===== src/rotary_pkg.sv =====
// Shared constants and types; NUM_ENC must stay at 4 or below so flags and directions fit STATUS
package rotary_pkg;

  //////////////////////////////////////////////////
  // Sizing and timing
  //////////////////////////////////////////////////

  // Number of knobs served by one hub
  localparam int NUM_ENC         = 4;
  // Flip-flops per pin before the debounce counter
  localparam int SYNC_STAGES     = 2;
  // Equal samples needed before a new pin level is taken
  localparam int DEBOUNCE_CYCLES = 4;
  // Width of the debounce counter, large enough to hold DEBOUNCE_CYCLES
  localparam int DEB_CNT_W       = $clog2(DEBOUNCE_CYCLES + 1);
  // Bits needed to select one channel
  localparam int ENC_IDX_W       = (NUM_ENC > 1) ? $clog2(NUM_ENC) : 1;
  // Signed position counter width
  localparam int COUNT_W         = 16;

  //////////////////////////////////////////////////
  // APB port and register map
  //////////////////////////////////////////////////

  localparam int ADDR_W = 8;
  localparam int DATA_W = 32;

  // Channel i sits at COUNT_BASE + 4*i, one word per channel
  localparam logic [ADDR_W-1:0] COUNT_BASE     = 8'h00;
  localparam logic [ADDR_W-1:0] STATUS_ADDR    = 8'h10;
  localparam logic [ADDR_W-1:0] EVENT_CLR_ADDR = 8'h14;

  // One A/B pin pair; both high is the detent position
  typedef struct packed {
    logic a;
    logic b;
  } enc_pins_t;

  // One step from a decoder, dir is 1 for a clockwise step
  typedef struct packed {
    logic valid;
    logic dir;
  } enc_event_t;

  // Master side of the APB bus
  typedef struct packed {
    logic              psel;
    logic              penable;
    logic              pwrite;
    logic [ADDR_W-1:0] paddr;
    logic [DATA_W-1:0] pwdata;
  } apb_req_t;

  // Slave side; pready is tied high and not carried
  typedef struct packed {
    logic [DATA_W-1:0] prdata;
    logic              pslverr;
  } apb_rsp_t;

endpackage


===== src/pin_sync.sv =====
// Pins are asynchronous; a level must be stable DEBOUNCE_CYCLES samples after sync to pass
module pin_sync import rotary_pkg::*; (
  input  logic      clk,
  input  logic      rst_n,
  input  enc_pins_t pins       [NUM_ENC],
  output enc_pins_t clean_pins [NUM_ENC]
);

  //////////////////////////////////////////////////
  // Per channel, per pin synchronizer and filter
  //////////////////////////////////////////////////

  for (genvar ch = 0; ch < NUM_ENC; ch++) begin : g_chan
    logic [1:0] raw;
    logic [1:0] clean_q;

    // Bit 1 is pin a and bit 0 is pin b, matching the struct layout
    assign raw            = pins[ch];
    assign clean_pins[ch] = clean_q;

    for (genvar pb = 0; pb < 2; pb++) begin : g_pin
      logic [SYNC_STAGES-1:0] sync_q;
      logic [DEB_CNT_W-1:0]   stable_cnt;
      logic                   synced;

      // The last stage of the chain is the metastability-safe sample
      assign synced = sync_q[SYNC_STAGES-1];

      always_ff @(posedge clk or negedge rst_n) begin
        if (!rst_n) begin
          // Everything starts at the detent level so no false edge follows reset
          sync_q      <= '1;
          stable_cnt  <= '0;
          clean_q[pb] <= 1'b1;
        end else begin
          if (SYNC_STAGES > 1) begin
            sync_q <= {sync_q[SYNC_STAGES-2:0], raw[pb]};
          end else begin
            sync_q <= raw[pb];
          end

          if (synced == clean_q[pb]) begin
            // Any sample that agrees with the output restarts the count
            stable_cnt <= '0;
          end else if (stable_cnt == DEB_CNT_W'(DEBOUNCE_CYCLES - 1)) begin
            // This is the last differing sample needed, so take the new level
            clean_q[pb] <= synced;
            stable_cnt  <= '0;
          end else begin
            stable_cnt <= stable_cnt + 1'b1;
          end
        end
      end
    end
  end

endmodule


===== src/rotary_encoder_fsm.sv =====
// Expects debounced levels; a step counts only after the full four-phase cycle back to detent
module rotary_encoder_fsm import rotary_pkg::*; (
  input  logic       clk,
  input  logic       rst_n,
  input  enc_pins_t  pins,
  output enc_event_t enc_event
);

  // Rn follows a clockwise turn, Ln a counter-clockwise one
  typedef enum logic [3:0] {
    IDLE_S,
    R1_S,
    R2_S,
    R3_S,
    RIGHT_S,
    L1_S,
    L2_S,
    L3_S,
    LEFT_S
  } state_t;

  state_t state_q;

  //////////////////////////////////////////////////
  // Decoder state machine
  //////////////////////////////////////////////////

  always_ff @(posedge clk or negedge rst_n) begin
    if (!rst_n) begin
      state_q         <= IDLE_S;
      enc_event.valid <= 1'b0;
      enc_event.dir   <= 1'b0;
    end else begin
      // A step lasts exactly one cycle
      enc_event.valid <= 1'b0;

      case (state_q)
        IDLE_S: begin
          // The pin that falls first tells the direction
          if (!pins.b) begin
            state_q <= R1_S;
          end else if (!pins.a) begin
            state_q <= L1_S;
          end
        end

        // Clockwise: b low, a low, b high, a high
        R1_S: begin
          if (pins.b) begin
            // b came back before a fell, so the knob never left detent
            state_q <= IDLE_S;
          end else if (!pins.a) begin
            state_q <= R2_S;
          end
        end

        R2_S: begin
          if (pins.a) begin
            state_q <= R1_S;
          end else if (pins.b) begin
            state_q <= R3_S;
          end
        end

        R3_S: begin
          if (!pins.b) begin
            state_q <= R2_S;
          end else if (pins.a) begin
            state_q <= RIGHT_S;
          end
        end

        RIGHT_S: begin
          enc_event.valid <= 1'b1;
          enc_event.dir   <= 1'b1;
          state_q         <= IDLE_S;
        end

        // Counter-clockwise mirrors the above with a and b swapped
        L1_S: begin
          if (pins.a) begin
            state_q <= IDLE_S;
          end else if (!pins.b) begin
            state_q <= L2_S;
          end
        end

        L2_S: begin
          if (pins.b) begin
            state_q <= L1_S;
          end else if (pins.a) begin
            state_q <= L3_S;
          end
        end

        L3_S: begin
          if (!pins.a) begin
            state_q <= L2_S;
          end else if (pins.b) begin
            state_q <= LEFT_S;
          end
        end

        LEFT_S: begin
          enc_event.valid <= 1'b1;
          enc_event.dir   <= 1'b0;
          state_q         <= IDLE_S;
        end

        default: begin
          // Unused encodings recover to detent
          state_q <= IDLE_S;
        end
      endcase
    end
  end

endmodule


===== src/encoder_apb_regs.sv =====
// No wait states; pslverr on unmapped, unaligned or STATUS writes; COUNT write beats a same-cycle step
module encoder_apb_regs import rotary_pkg::*; (
  input  logic       clk,
  input  logic       rst_n,
  input  enc_event_t events [NUM_ENC],
  input  apb_req_t   apb_req,
  output apb_rsp_t   apb_rsp,
  output logic       irq
);

  logic signed [COUNT_W-1:0] count_q [NUM_ENC];
  logic [NUM_ENC-1:0]        dir_q;
  logic [NUM_ENC-1:0]        flag_q;

  logic                 access;
  logic                 wr_en;
  logic                 rd_en;
  logic [ADDR_W-1:0]    count_off;
  logic [ENC_IDX_W-1:0] count_idx;
  logic                 count_hit;
  logic                 status_hit;
  logic                 clr_hit;
  logic                 mapped;
  logic [NUM_ENC-1:0]   count_wr;
  logic [NUM_ENC-1:0]   flag_clr;
  logic [DATA_W-1:0]    rd_word;

  //////////////////////////////////////////////////
  // Address decode
  //////////////////////////////////////////////////

  // Every transfer finishes in its access phase
  assign access = apb_req.psel && apb_req.penable;
  assign wr_en  = access && apb_req.pwrite;
  assign rd_en  = access && !apb_req.pwrite;

  // An address below COUNT_BASE wraps to a large offset and misses the window
  assign count_off = apb_req.paddr - COUNT_BASE;
  assign count_idx = count_off[ENC_IDX_W+1:2];
  assign count_hit = (count_off < ADDR_W'(4 * NUM_ENC)) && (count_off[1:0] == 2'b00);

  assign status_hit = (apb_req.paddr == STATUS_ADDR);
  assign clr_hit    = (apb_req.paddr == EVENT_CLR_ADDR);
  assign mapped     = count_hit || status_hit || clr_hit;

  // Strobes per channel
  always_comb begin
    for (int i = 0; i < NUM_ENC; i++) begin
      count_wr[i] = wr_en && count_hit && (count_idx == ENC_IDX_W'(i));
      // Flag i is cleared by bit NUM_ENC+i, the same position it has in STATUS
      flag_clr[i] = wr_en && clr_hit && apb_req.pwdata[NUM_ENC + i];
    end
  end

  //////////////////////////////////////////////////
  // Counters, direction bits and sticky flags
  //////////////////////////////////////////////////

  always_ff @(posedge clk or negedge rst_n) begin
    if (!rst_n) begin
      for (int i = 0; i < NUM_ENC; i++) begin
        count_q[i] <= '0;
      end
      dir_q  <= '0;
      flag_q <= '0;
    end else begin
      for (int i = 0; i < NUM_ENC; i++) begin
        if (count_wr[i]) begin
          // Software load takes priority over a step in the same cycle
          count_q[i] <= apb_req.pwdata[COUNT_W-1:0];
        end else if (events[i].valid) begin
          // Both directions wrap silently at COUNT_W bits
          if (events[i].dir) begin
            count_q[i] <= count_q[i] + 1'b1;
          end else begin
            count_q[i] <= count_q[i] - 1'b1;
          end
        end

        if (events[i].valid) begin
          dir_q[i]  <= events[i].dir;
          // A new step wins over a clear so no event is lost
          flag_q[i] <= 1'b1;
        end else if (flag_clr[i]) begin
          flag_q[i] <= 1'b0;
        end
      end
    end
  end

  //////////////////////////////////////////////////
  // Read mux and response
  //////////////////////////////////////////////////

  always_comb begin
    rd_word = '0;
    if (count_hit) begin
      // Sign-extend so software sees a plain signed 32-bit value
      rd_word = {{(DATA_W - COUNT_W){count_q[count_idx][COUNT_W-1]}}, count_q[count_idx]};
    end else if (status_hit) begin
      rd_word = DATA_W'({flag_q, dir_q});
    end
    // EVENT_CLR and unmapped addresses read as zero
  end

  always_comb begin
    apb_rsp.prdata  = rd_en ? rd_word : '0;
    // STATUS is read-only, so a write there is an error too
    apb_rsp.pslverr = access && (!mapped || (apb_req.pwrite && status_hit));
  end

  // Level interrupt, held while any flag waits to be cleared
  assign irq = |flag_q;

endmodule


===== src/encoder_hub.sv =====
// Top level; pins may be fully asynchronous, APB runs on clk with no wait states
module encoder_hub import rotary_pkg::*; (
  input  logic      clk,
  input  logic      rst_n,
  input  enc_pins_t pins [NUM_ENC],
  input  apb_req_t  apb_req,
  output apb_rsp_t  apb_rsp,
  output logic      irq
);

  // Debounced pin levels, one pair per knob
  enc_pins_t  clean_pins [NUM_ENC];
  // One-cycle steps from the decoders
  enc_event_t events     [NUM_ENC];

  // Synchronizer and debounce for all pins at once
  pin_sync i_pin_sync (
    .clk        (clk),
    .rst_n      (rst_n),
    .pins       (pins),
    .clean_pins (clean_pins)
  );

  //////////////////////////////////////////////////
  // One decoder per channel
  //////////////////////////////////////////////////

  for (genvar ch = 0; ch < NUM_ENC; ch++) begin : g_dec
    rotary_encoder_fsm i_rotary_encoder_fsm (
      .clk       (clk),
      .rst_n     (rst_n),
      .pins      (clean_pins[ch]),
      .enc_event (events[ch])
    );
  end

  // Counters, flags and the APB slave
  encoder_apb_regs i_encoder_apb_regs (
    .clk     (clk),
    .rst_n   (rst_n),
    .events  (events),
    .apb_req (apb_req),
    .apb_rsp (apb_rsp),
    .irq     (irq)
  );

endmodule


===== config.mk =====
export PLATFORM = sky130hd
export DESIGN_NAME = encoder_hub
export DESIGN_NICKNAME = d
export VERILOG_FILES = /design/src/rotary_pkg.sv /design/src/pin_sync.sv /design/src/rotary_encoder_fsm.sv /design/src/encoder_apb_regs.sv /design/src/encoder_hub.sv
export SDC_FILE = /design/constraint.sdc
export NUM_CORES = 1
export LEC_CHECK = 0
export ABC_AREA = 1
export BUFFER_PORTS_ARGS = -buffer_cell sky130_fd_sc_hd__buf_2
export CORE_MARGIN = 2
export CORE_UTILIZATION = 55
export CTS_BUF_LIST = sky130_fd_sc_hd__clkbuf_8
export DETAILED_ROUTE_END_ITERATION = 10
export HOLD_SLACK_MARGIN = 0.06
export PLACE_DENSITY = 0.74
export SETUP_SLACK_MARGIN = 0.5
export SLEW_MARGIN = 20
export SYNTH_ARGS = -nofsm -noshare
export SYNTH_HDL_FRONTEND = slang
export SYNTH_HIERARCHICAL = 1
export SYNTH_SLANG_ARGS = --single-unit

===== constraint.sdc =====
create_clock -name clk -period 2.3 [get_ports clk]
set_input_delay 0.23 -clock clk [delete_from_list [all_inputs] [get_ports clk]]
set_output_delay 0.23 -clock clk [all_outputs]
set_load 0.005 [all_outputs]

==> impl_metrics.json, run 1 <==
{
  "final_net_count": 1992,
  "gp_congestion": 0.944,
  "hold_path_class": "in -> reg",
  "grt.total_usage": 0.306,
  "startpoint_type": "flop",
  "max_freq_mhz": 476,
  "grt.overflow.total": 0,
  "antenna_found_initial": 0,
  "dp_hpwl_mm": 22.2,
  "finalHoldViolCount": 0,
  "numCtsBuffers": 17,
  "r2r_end": "i_encoder_apb_regs/count_q[43]",
  "ys.flop_type": "dfrtp_1",
  "holdPathStages": 3,
  "arrival_ps": 2470,
  "worst_slew_margin_rel": 0.642,
  "clockRootBuffer": "clkbuf_8",
  "cts.path.max_buffers": 2,
  "grt_pass1_wl_mm": 53.4,
  "numPortBuffers": 70,
  "worst-path-max-fanout": 7,
  "fin_cells": 2154,
  "die_width_um": 147,
  "syn_area_per_cell_um2": 6.61,
  "top_layer": "met4",
  "endpoint": "i_encoder_apb_regs/count_q[43]",
  "initial_core_util": 0.558,
  "syn_nets": 1822,
  "coreArea_mm2": 0.0202,
  "wl_met1_mm": 14.0,
  "area_growth_pct": 33.5,
  "dpl.cell_count": 2027,
  "placed_area_mm2": 0.0120,
  "wire_per_inst_um": 17.1,
  "io_pins": 87,
  "ys.warnings.count": 6,
  "cts_tree": "built",
  "drv_cap": 0,
  "irDropWorstVdd_v": 0.000823,
  "crit_path_start": "g_dec[1].i_rotary_encoder_fsm/enc_event[0]",
  "grt_pass1_vias": 11241,
  "synth_enable_flop_cells": 0,
  "met2_length_mm": 17.0,
  "r2r_start": "g_dec[1].i_rotary_encoder_fsm/enc_event[0]",
  "fin_tns_setup_ps": 0,
  "ys_seq_area_frac": 0.323,
  "async_flop_share": 1.00,
  "ys_ff_latch": 144,
  "cp.required_ps": 2670,
  "rows": 52,
  "outcome": "completed",
  "clock_latency_ps": 480,
  "htree_levels": 4,
  "dp_slack_ps": 138,
  "cp-end-kind": "flop",
  "power_density_mw_per_mm2": 1320,
  "drt-total-wl_mm": 36.9,
  "vias": 12350,
  "critPathKind": "reg -> reg",
  "power.leakage_nw": 7.85,
  "grt_max_degree": 59,
  "multi_input_area_mm2": 0.00804,
  "tightest_slew_ps": 538,
  "ys_types": 41,
  "final-setup-viol-count": 0,
  "post-route-util": 0.744,
  "seq_area_mm2": 0.00364,
  "syn-instance-count": 1701,
  "period_share": 0.914,
  "rsz0062_at_grt": "true",
  "maxSlewViolCount": 0,
  "wl_met3_mm": 3.28,
  "via_per_inst": 5.73,
  "drive_above_1_share": 0.333,
  "drc_errors": 0,
  "syn_area_mm2": 0.0112,
  "clk_pin_slew_worst_paths_ps": 90,
  "final_common_cell": "nand2_1",
  "dieArea_mm2": 0.0216,
  "n_antenna_cell": 0,
  "finClkSkew_ps": 11.5,
  "holdWs_ps": 98.6,
  "drt_first_pass_iters": 8,
  "setup_ws_ps": 198,
  "finalInstanceArea_mm2": 0.0150,
  "post-route-min-period_ps": 2100,
  "clock_sinks": 144,
  "layout_common_cells": "462 x nand2_1, 264 x inv_1, 156 x nand3_1, 112 x dfrtp_1, 109 x nand2_2",
  "first_iter_violations": 1308,
  "die_h_um": 147,
  "n_fill_cell": 1362,
  "power_mw": 19.8,
  "ff2ff_path_depth": 12,
  "ant_nets": 0,
  "regToRegSetupSlack_ps": 200
}
[worst max-delay path, cell delays in order (launching register included)]
cell	delay [ps]
dfrtp_2	390
clkinvlp_4	150
clkbuf_16	220
ha_4	340
nand2_4	80
nor2_4	160
nand3_2	150
nand2_4	150
nand2_2	60
nand2_1	70
nand2_1	70
nand3_2	80
nand2_1	50
[logic make-up (layout without fill, tap and decap cells)]
family / after synthesis / after routing / share of synthesized area
and+or+nand+nor: 988 / 989 / 0.387
buffers and inverters: 337 / 519 / 0.119
DFF: 144 / 144 / 0.323
AOI/OAI and AO/OA: 135 / 135 / 0.0694
adders and majority gates: 68 / 68 / 0.0783
xor gates and xnor gates: 29 / 29 / 0.0226
[final cells by class]
cell class	instances	area share
well taps	270	0.0225
clock inverters	15	0.0117
multi-input cells	1221	0.536
flip-flops and latches	144	0.243
repair buffers	180	0.0930
clock buffers	17	0.0156
inverters	307	0.0789
[worst min path at each step]
stage,start,to,slack (ps)
floorplan,rst_n,g_dec[0].i_rotary_encoder_fsm/enc_event[0],-70
global placement,rst_n,i_pin_sync/g_chan[0].g_pin[1].stable_cnt[0],230
detailed placement,rst_n,i_pin_sync/g_chan[0].g_pin[1].stable_cnt[0],240
CTS,apb_req[1],i_encoder_apb_regs/count_q[1],70
global route,apb_req[1],i_encoder_apb_regs/count_q[1],70
finish,apb_req[1],i_encoder_apb_regs/count_q[1],100
[cells in the mapped netlist, types with 5 or more instances]
| cell | instances | area share |
|---|---|---|
| buf_2 | 5 | 0.0022 |
| o22ai_1 | 21 | 0.012 |
| clkbuf_1 | 7 | 0.0023 |
| dfstp_2 | 24 | 0.056 |
| buf_4 | 17 | 0.011 |
| xnor2_1 | 8 | 0.0062 |
| o21ai_0 | 39 | 0.017 |
| nand3b_1 | 15 | 0.010 |
| or2_2 | 8 | 0.0045 |
| o21ai_1 | 8 | 0.0036 |
| ha_1 | 64 | 0.071 |
| nand4_1 | 9 | 0.0050 |
| o21a_1 | 8 | 0.0053 |
| xor2_1 | 21 | 0.016 |
| nor2_1 | 102 | 0.034 |
| and2_1 | 5 | 0.0028 |
| nor3_1 | 25 | 0.011 |
| nand2_2 | 29 | 0.016 |
| a21oi_1 | 39 | 0.017 |
| dfrtp_1 | 120 | 0.27 |
| inv_1 | 293 | 0.098 |
| nor2_2 | 14 | 0.0078 |
| nand3_2 | 7 | 0.0062 |
| inv_2 | 10 | 0.0033 |
| nand2_1 | 573 | 0.19 |
| nand3_1 | 186 | 0.083 |
| nor2_4 | 8 | 0.0080 |
[routing by layer]
metal  up-vias  track usage
li1       5685            -
met1      5685        0.388
met2       741        0.509
met3       239       0.0568
met4         0        0.140
met5         -            0
[registers in the layout, summed over array words and instances, names as in the netlist]
name,cells
i_pin_sync/g_chan.g_pin.sync_q,16
g_dec.i_rotary_encoder_fsm/state_q,16
i_pin_sync/g_chan.g_pin.stable_cnt,24
g_dec.i_rotary_encoder_fsm/enc_event,8
i_encoder_apb_regs/flag_q,4
i_pin_sync/clean_pins,8
i_encoder_apb_regs/count_q,64
i_encoder_apb_regs/dir_q,4
[where the power goes]
group / internal (mW) / switching (mW)
sequential: 3.49 / 1.03
clock: 1.00 / 1.15
combinational: 5.62 / 7.55
[timing repair]
| action | CTS | global route |
|---|---|---|
| buffers inserted | 45 | 36 |
| hold endpoints to repair | 47 | 0 |
| hold buffers | 9 | 0 |
| resized for setup | 168 | 209 |
| pin swaps | 77 | 139 |
| setup endpoints to repair | 84 | 80 |
| gates cloned | 2 | 3 |
(Power assumes the default switching activity.)
==> inputs of run 2 (changes only) <==
--- a/config.mk
+++ b/config.mk
@@ -9,7 +9,7 @@
 export BUFFER_PORTS_ARGS = -buffer_cell sky130_fd_sc_hd__buf_2
 export CORE_MARGIN = 2
 export CORE_UTILIZATION = 55
-export CTS_BUF_LIST = sky130_fd_sc_hd__clkbuf_8
+export CTS_BUF_LIST = sky130_fd_sc_hd__clkbuf_4 sky130_fd_sc_hd__clkbuf_8 sky130_fd_sc_hd__clkbuf_16
 export DETAILED_ROUTE_END_ITERATION = 10
 export HOLD_SLACK_MARGIN = 0.06
 export PLACE_DENSITY = 0.74
==> impl_metrics.json, run 2 (synthesis results as in run 1) <==
{
  "grt.overflow.total": 0,
  "grt_pass1_vias": 11228,
  "die_width_um": 147,
  "largest_reg_flops": 64,
  "period_share": 0.879,
  "numPortBuffers": 70,
  "max_freq_mhz": 495,
  "drt-total-wl_mm": 34.3,
  "drt_first_pass_iters": 11,
  "worst-path-max-fanout": 7,
  "n_fill_cell": 1464,
  "gp_congestion": 0.944,
  "rows": 52,
  "power_density_mw_per_mm2": 1300,
  "via_per_inst": 5.56,
  "post-route-min-period_ps": 2020,
  "met2_length_mm": 15.9,
  "comb_power_share": 0.613,
  "setup_ws_ps": 278,
  "clockRootBuffer": "clkbuf_16",
  "post-route-util": 0.726,
  "multi_input_area_mm2": 0.00757,
  "wire_per_inst_um": 16.1,
  "cts_tree": "built",
  "initial_core_util": 0.558,
  "dp_hpwl_mm": 22.2,
  "coreArea_mm2": 0.0202,
  "cp.required_ps": 2670,
  "finClkSkew_ps": 10.6,
  "intPower_mw": 10.1,
  "critPathKind": "reg -> reg",
  "drive_above_1_share": 0.275,
  "io_pins": 87,
  "antenna_found_initial": 0,
  "largest-register": "i_encoder_apb_regs/count_q",
  "placed_area_mm2": 0.0120,
  "final_net_count": 1964,
  "swShare": 0.471,
  "wl_met3_mm": 2.62,
  "violations": "design-rule violations",
  "layout_common_cells": "504 x nand2_1, 274 x inv_1, 170 x nand3_1, 108 x dfrtp_1, 88 x nor2_1",
  "clkPwrFrac": 0.151,
  "clk_pin_slew_worst_paths_ps": 70,
  "seq_area_mm2": 0.00365,
  "dp_slack_ps": 138,
  "area_growth_pct": 30.2,
  "grt_pass1_wl_mm": 53.5,
  "numCtsBuffers": 17,
  "finalInstanceArea_mm2": 0.0146,
  "vias": 11822,
  "ant_nets": 0,
  "finalHoldViolCount": 0,
  "htree_levels": 4,
  "startpoint_type": "flop",
  "drv_cap": 0,
  "final-setup-viol-count": 0,
  "pwr-share-seq": 0.236,
  "first_iter_violations": 997,
  "grt_max_degree": 59,
  "clock_sinks": 144,
  "arrival_ps": 2390,
  "hold_path_class": "in -> reg",
  "maxSlewViolCount": 0,
  "tightest_slew_ps": 547,
  "clock_latency_ps": 440,
  "drc_errors": 2,
  "top_layer": "met4",
  "final_common_cell": "nand2_1",
  "top_regs": "i_encoder_apb_regs/count_q (64), i_pin_sync/g_chan.g_pin.stable_cnt (24)",
  "cp-end-kind": "flop",
  "outcome": "complete, but fails checks",
  "power.leakage_nw": 7.60,
  "cts.path.max_buffers": 2,
  "die_h_um": 147,
  "worst_slew_margin_rel": 0.635,
  "fin_tns_setup_ps": 0,
  "irDropWorstVdd_v": 0.000807,
  "wl_met1_mm": 13.5,
  "dieArea_mm2": 0.0216,
  "p_sw_mw": 8.97,
  "grt.total_usage": 0.306,
  "n_antenna_cell": 0,
  "rsz0062_at_grt": "true"
}
==> run 2: cell count changes in the layout (fill, tap and decap cells not counted), sizes merged <==
cell | before | now
clkbuf | 20 | 21
buf | 168 | 141
inv | 306 | 305
nor2 | 125 | 124
==> run 2: metal layers <==
layer	GRT usage	vias to the layer above
met5	0	-
met4	0.159	0
met3	0.0516	199
met2	0.504	611
met1	0.388	5386
li1	-	5626
==> run 2: layout make-up <==
class,count,share of cell area
well taps,270,0.0231
inverters,307,0.0809
clock buffers,18,0.0296
flip-flops and latches,144,0.249
clock inverters,14,0.0117
repair buffers,153,0.0883
multi-input cells,1220,0.517
==> run 2: power by group through the flow <==
stage	sequential [mW]	clock, mW	combinational, mW
final	4.50	2.87	11.7
after global routing	4.60	3.03	12.9
after CTS	4.42	2.92	10.5
after global placement	4.46	0	8.09
after floorplan	4.18	0	6.65
after detailed placement	4.49	0	8.31
==> run 2: path summary, 6_finish.rpt <==
kind,start,end,slack [ps],cells after the start
setup / recovery,g_dec[1].i_rotary_encoder_fsm/enc_event[0],i_encoder_apb_regs/count_q[47],280,13
min in group asynchronous,rst_n,i_pin_sync/g_chan[0].g_pin[1].stable_cnt[0],330,2
setup reg to reg,g_dec[1].i_rotary_encoder_fsm/enc_event[0],i_encoder_apb_regs/count_q[47],280,13
hold / removal,apb_req[0],i_encoder_apb_regs/count_q[48],150,3
hold reg to reg,i_pin_sync/g_chan[1].g_pin[1].sync_q[0],i_pin_sync/g_chan[1].g_pin[1].sync_q[1],360,0
max in group asynchronous,rst_n,i_pin_sync/g_chan[1].g_pin[0].sync_q[0],1240,3
==> run 2: repair_timing <==
| item | 4_1_cts | 5_1_grt |
|---|---|---|
| endpoints found under the setup margin | 84 | 79 |
| gates resized for setup | 155 | 124 |
| endpoints found under the hold margin | 47 | 0 |
| buffers inserted | 45 | 9 |
| hold buffers | 9 | 0 |
| pin swaps | 56 | 75 |
| gates cloned | 2 | 2 |
==> run 2: per-stage QoR <==
| stage | power, mW | instances | hold slack, ps |
|---|---|---|---|
| floorplan | 10.8 | 1701 | -65.6 |
| global route | 20.5 | 2126 | 124 |
| detailed placement | 12.8 | 2027 | 238 |
| finish | 19.0 | 2126 | 149 |
| global placement | 12.6 | 2027 | 229 |
| CTS | 17.9 | 2115 | 121 |
==> run 2: worst max-delay path, stage by stage, from the launching register on <==
cell and delay, ps:
dfrtp_2 390, clkinvlp_4 130, buf_12 150, buf_16 150, ha_4 280, nand2_1 80
nand2_1 100, nand2_1 100, nand2_1 90, a21oi_2 200, nand2_1 90, nand2_1 70
nand3_1 70, nand2_1 70
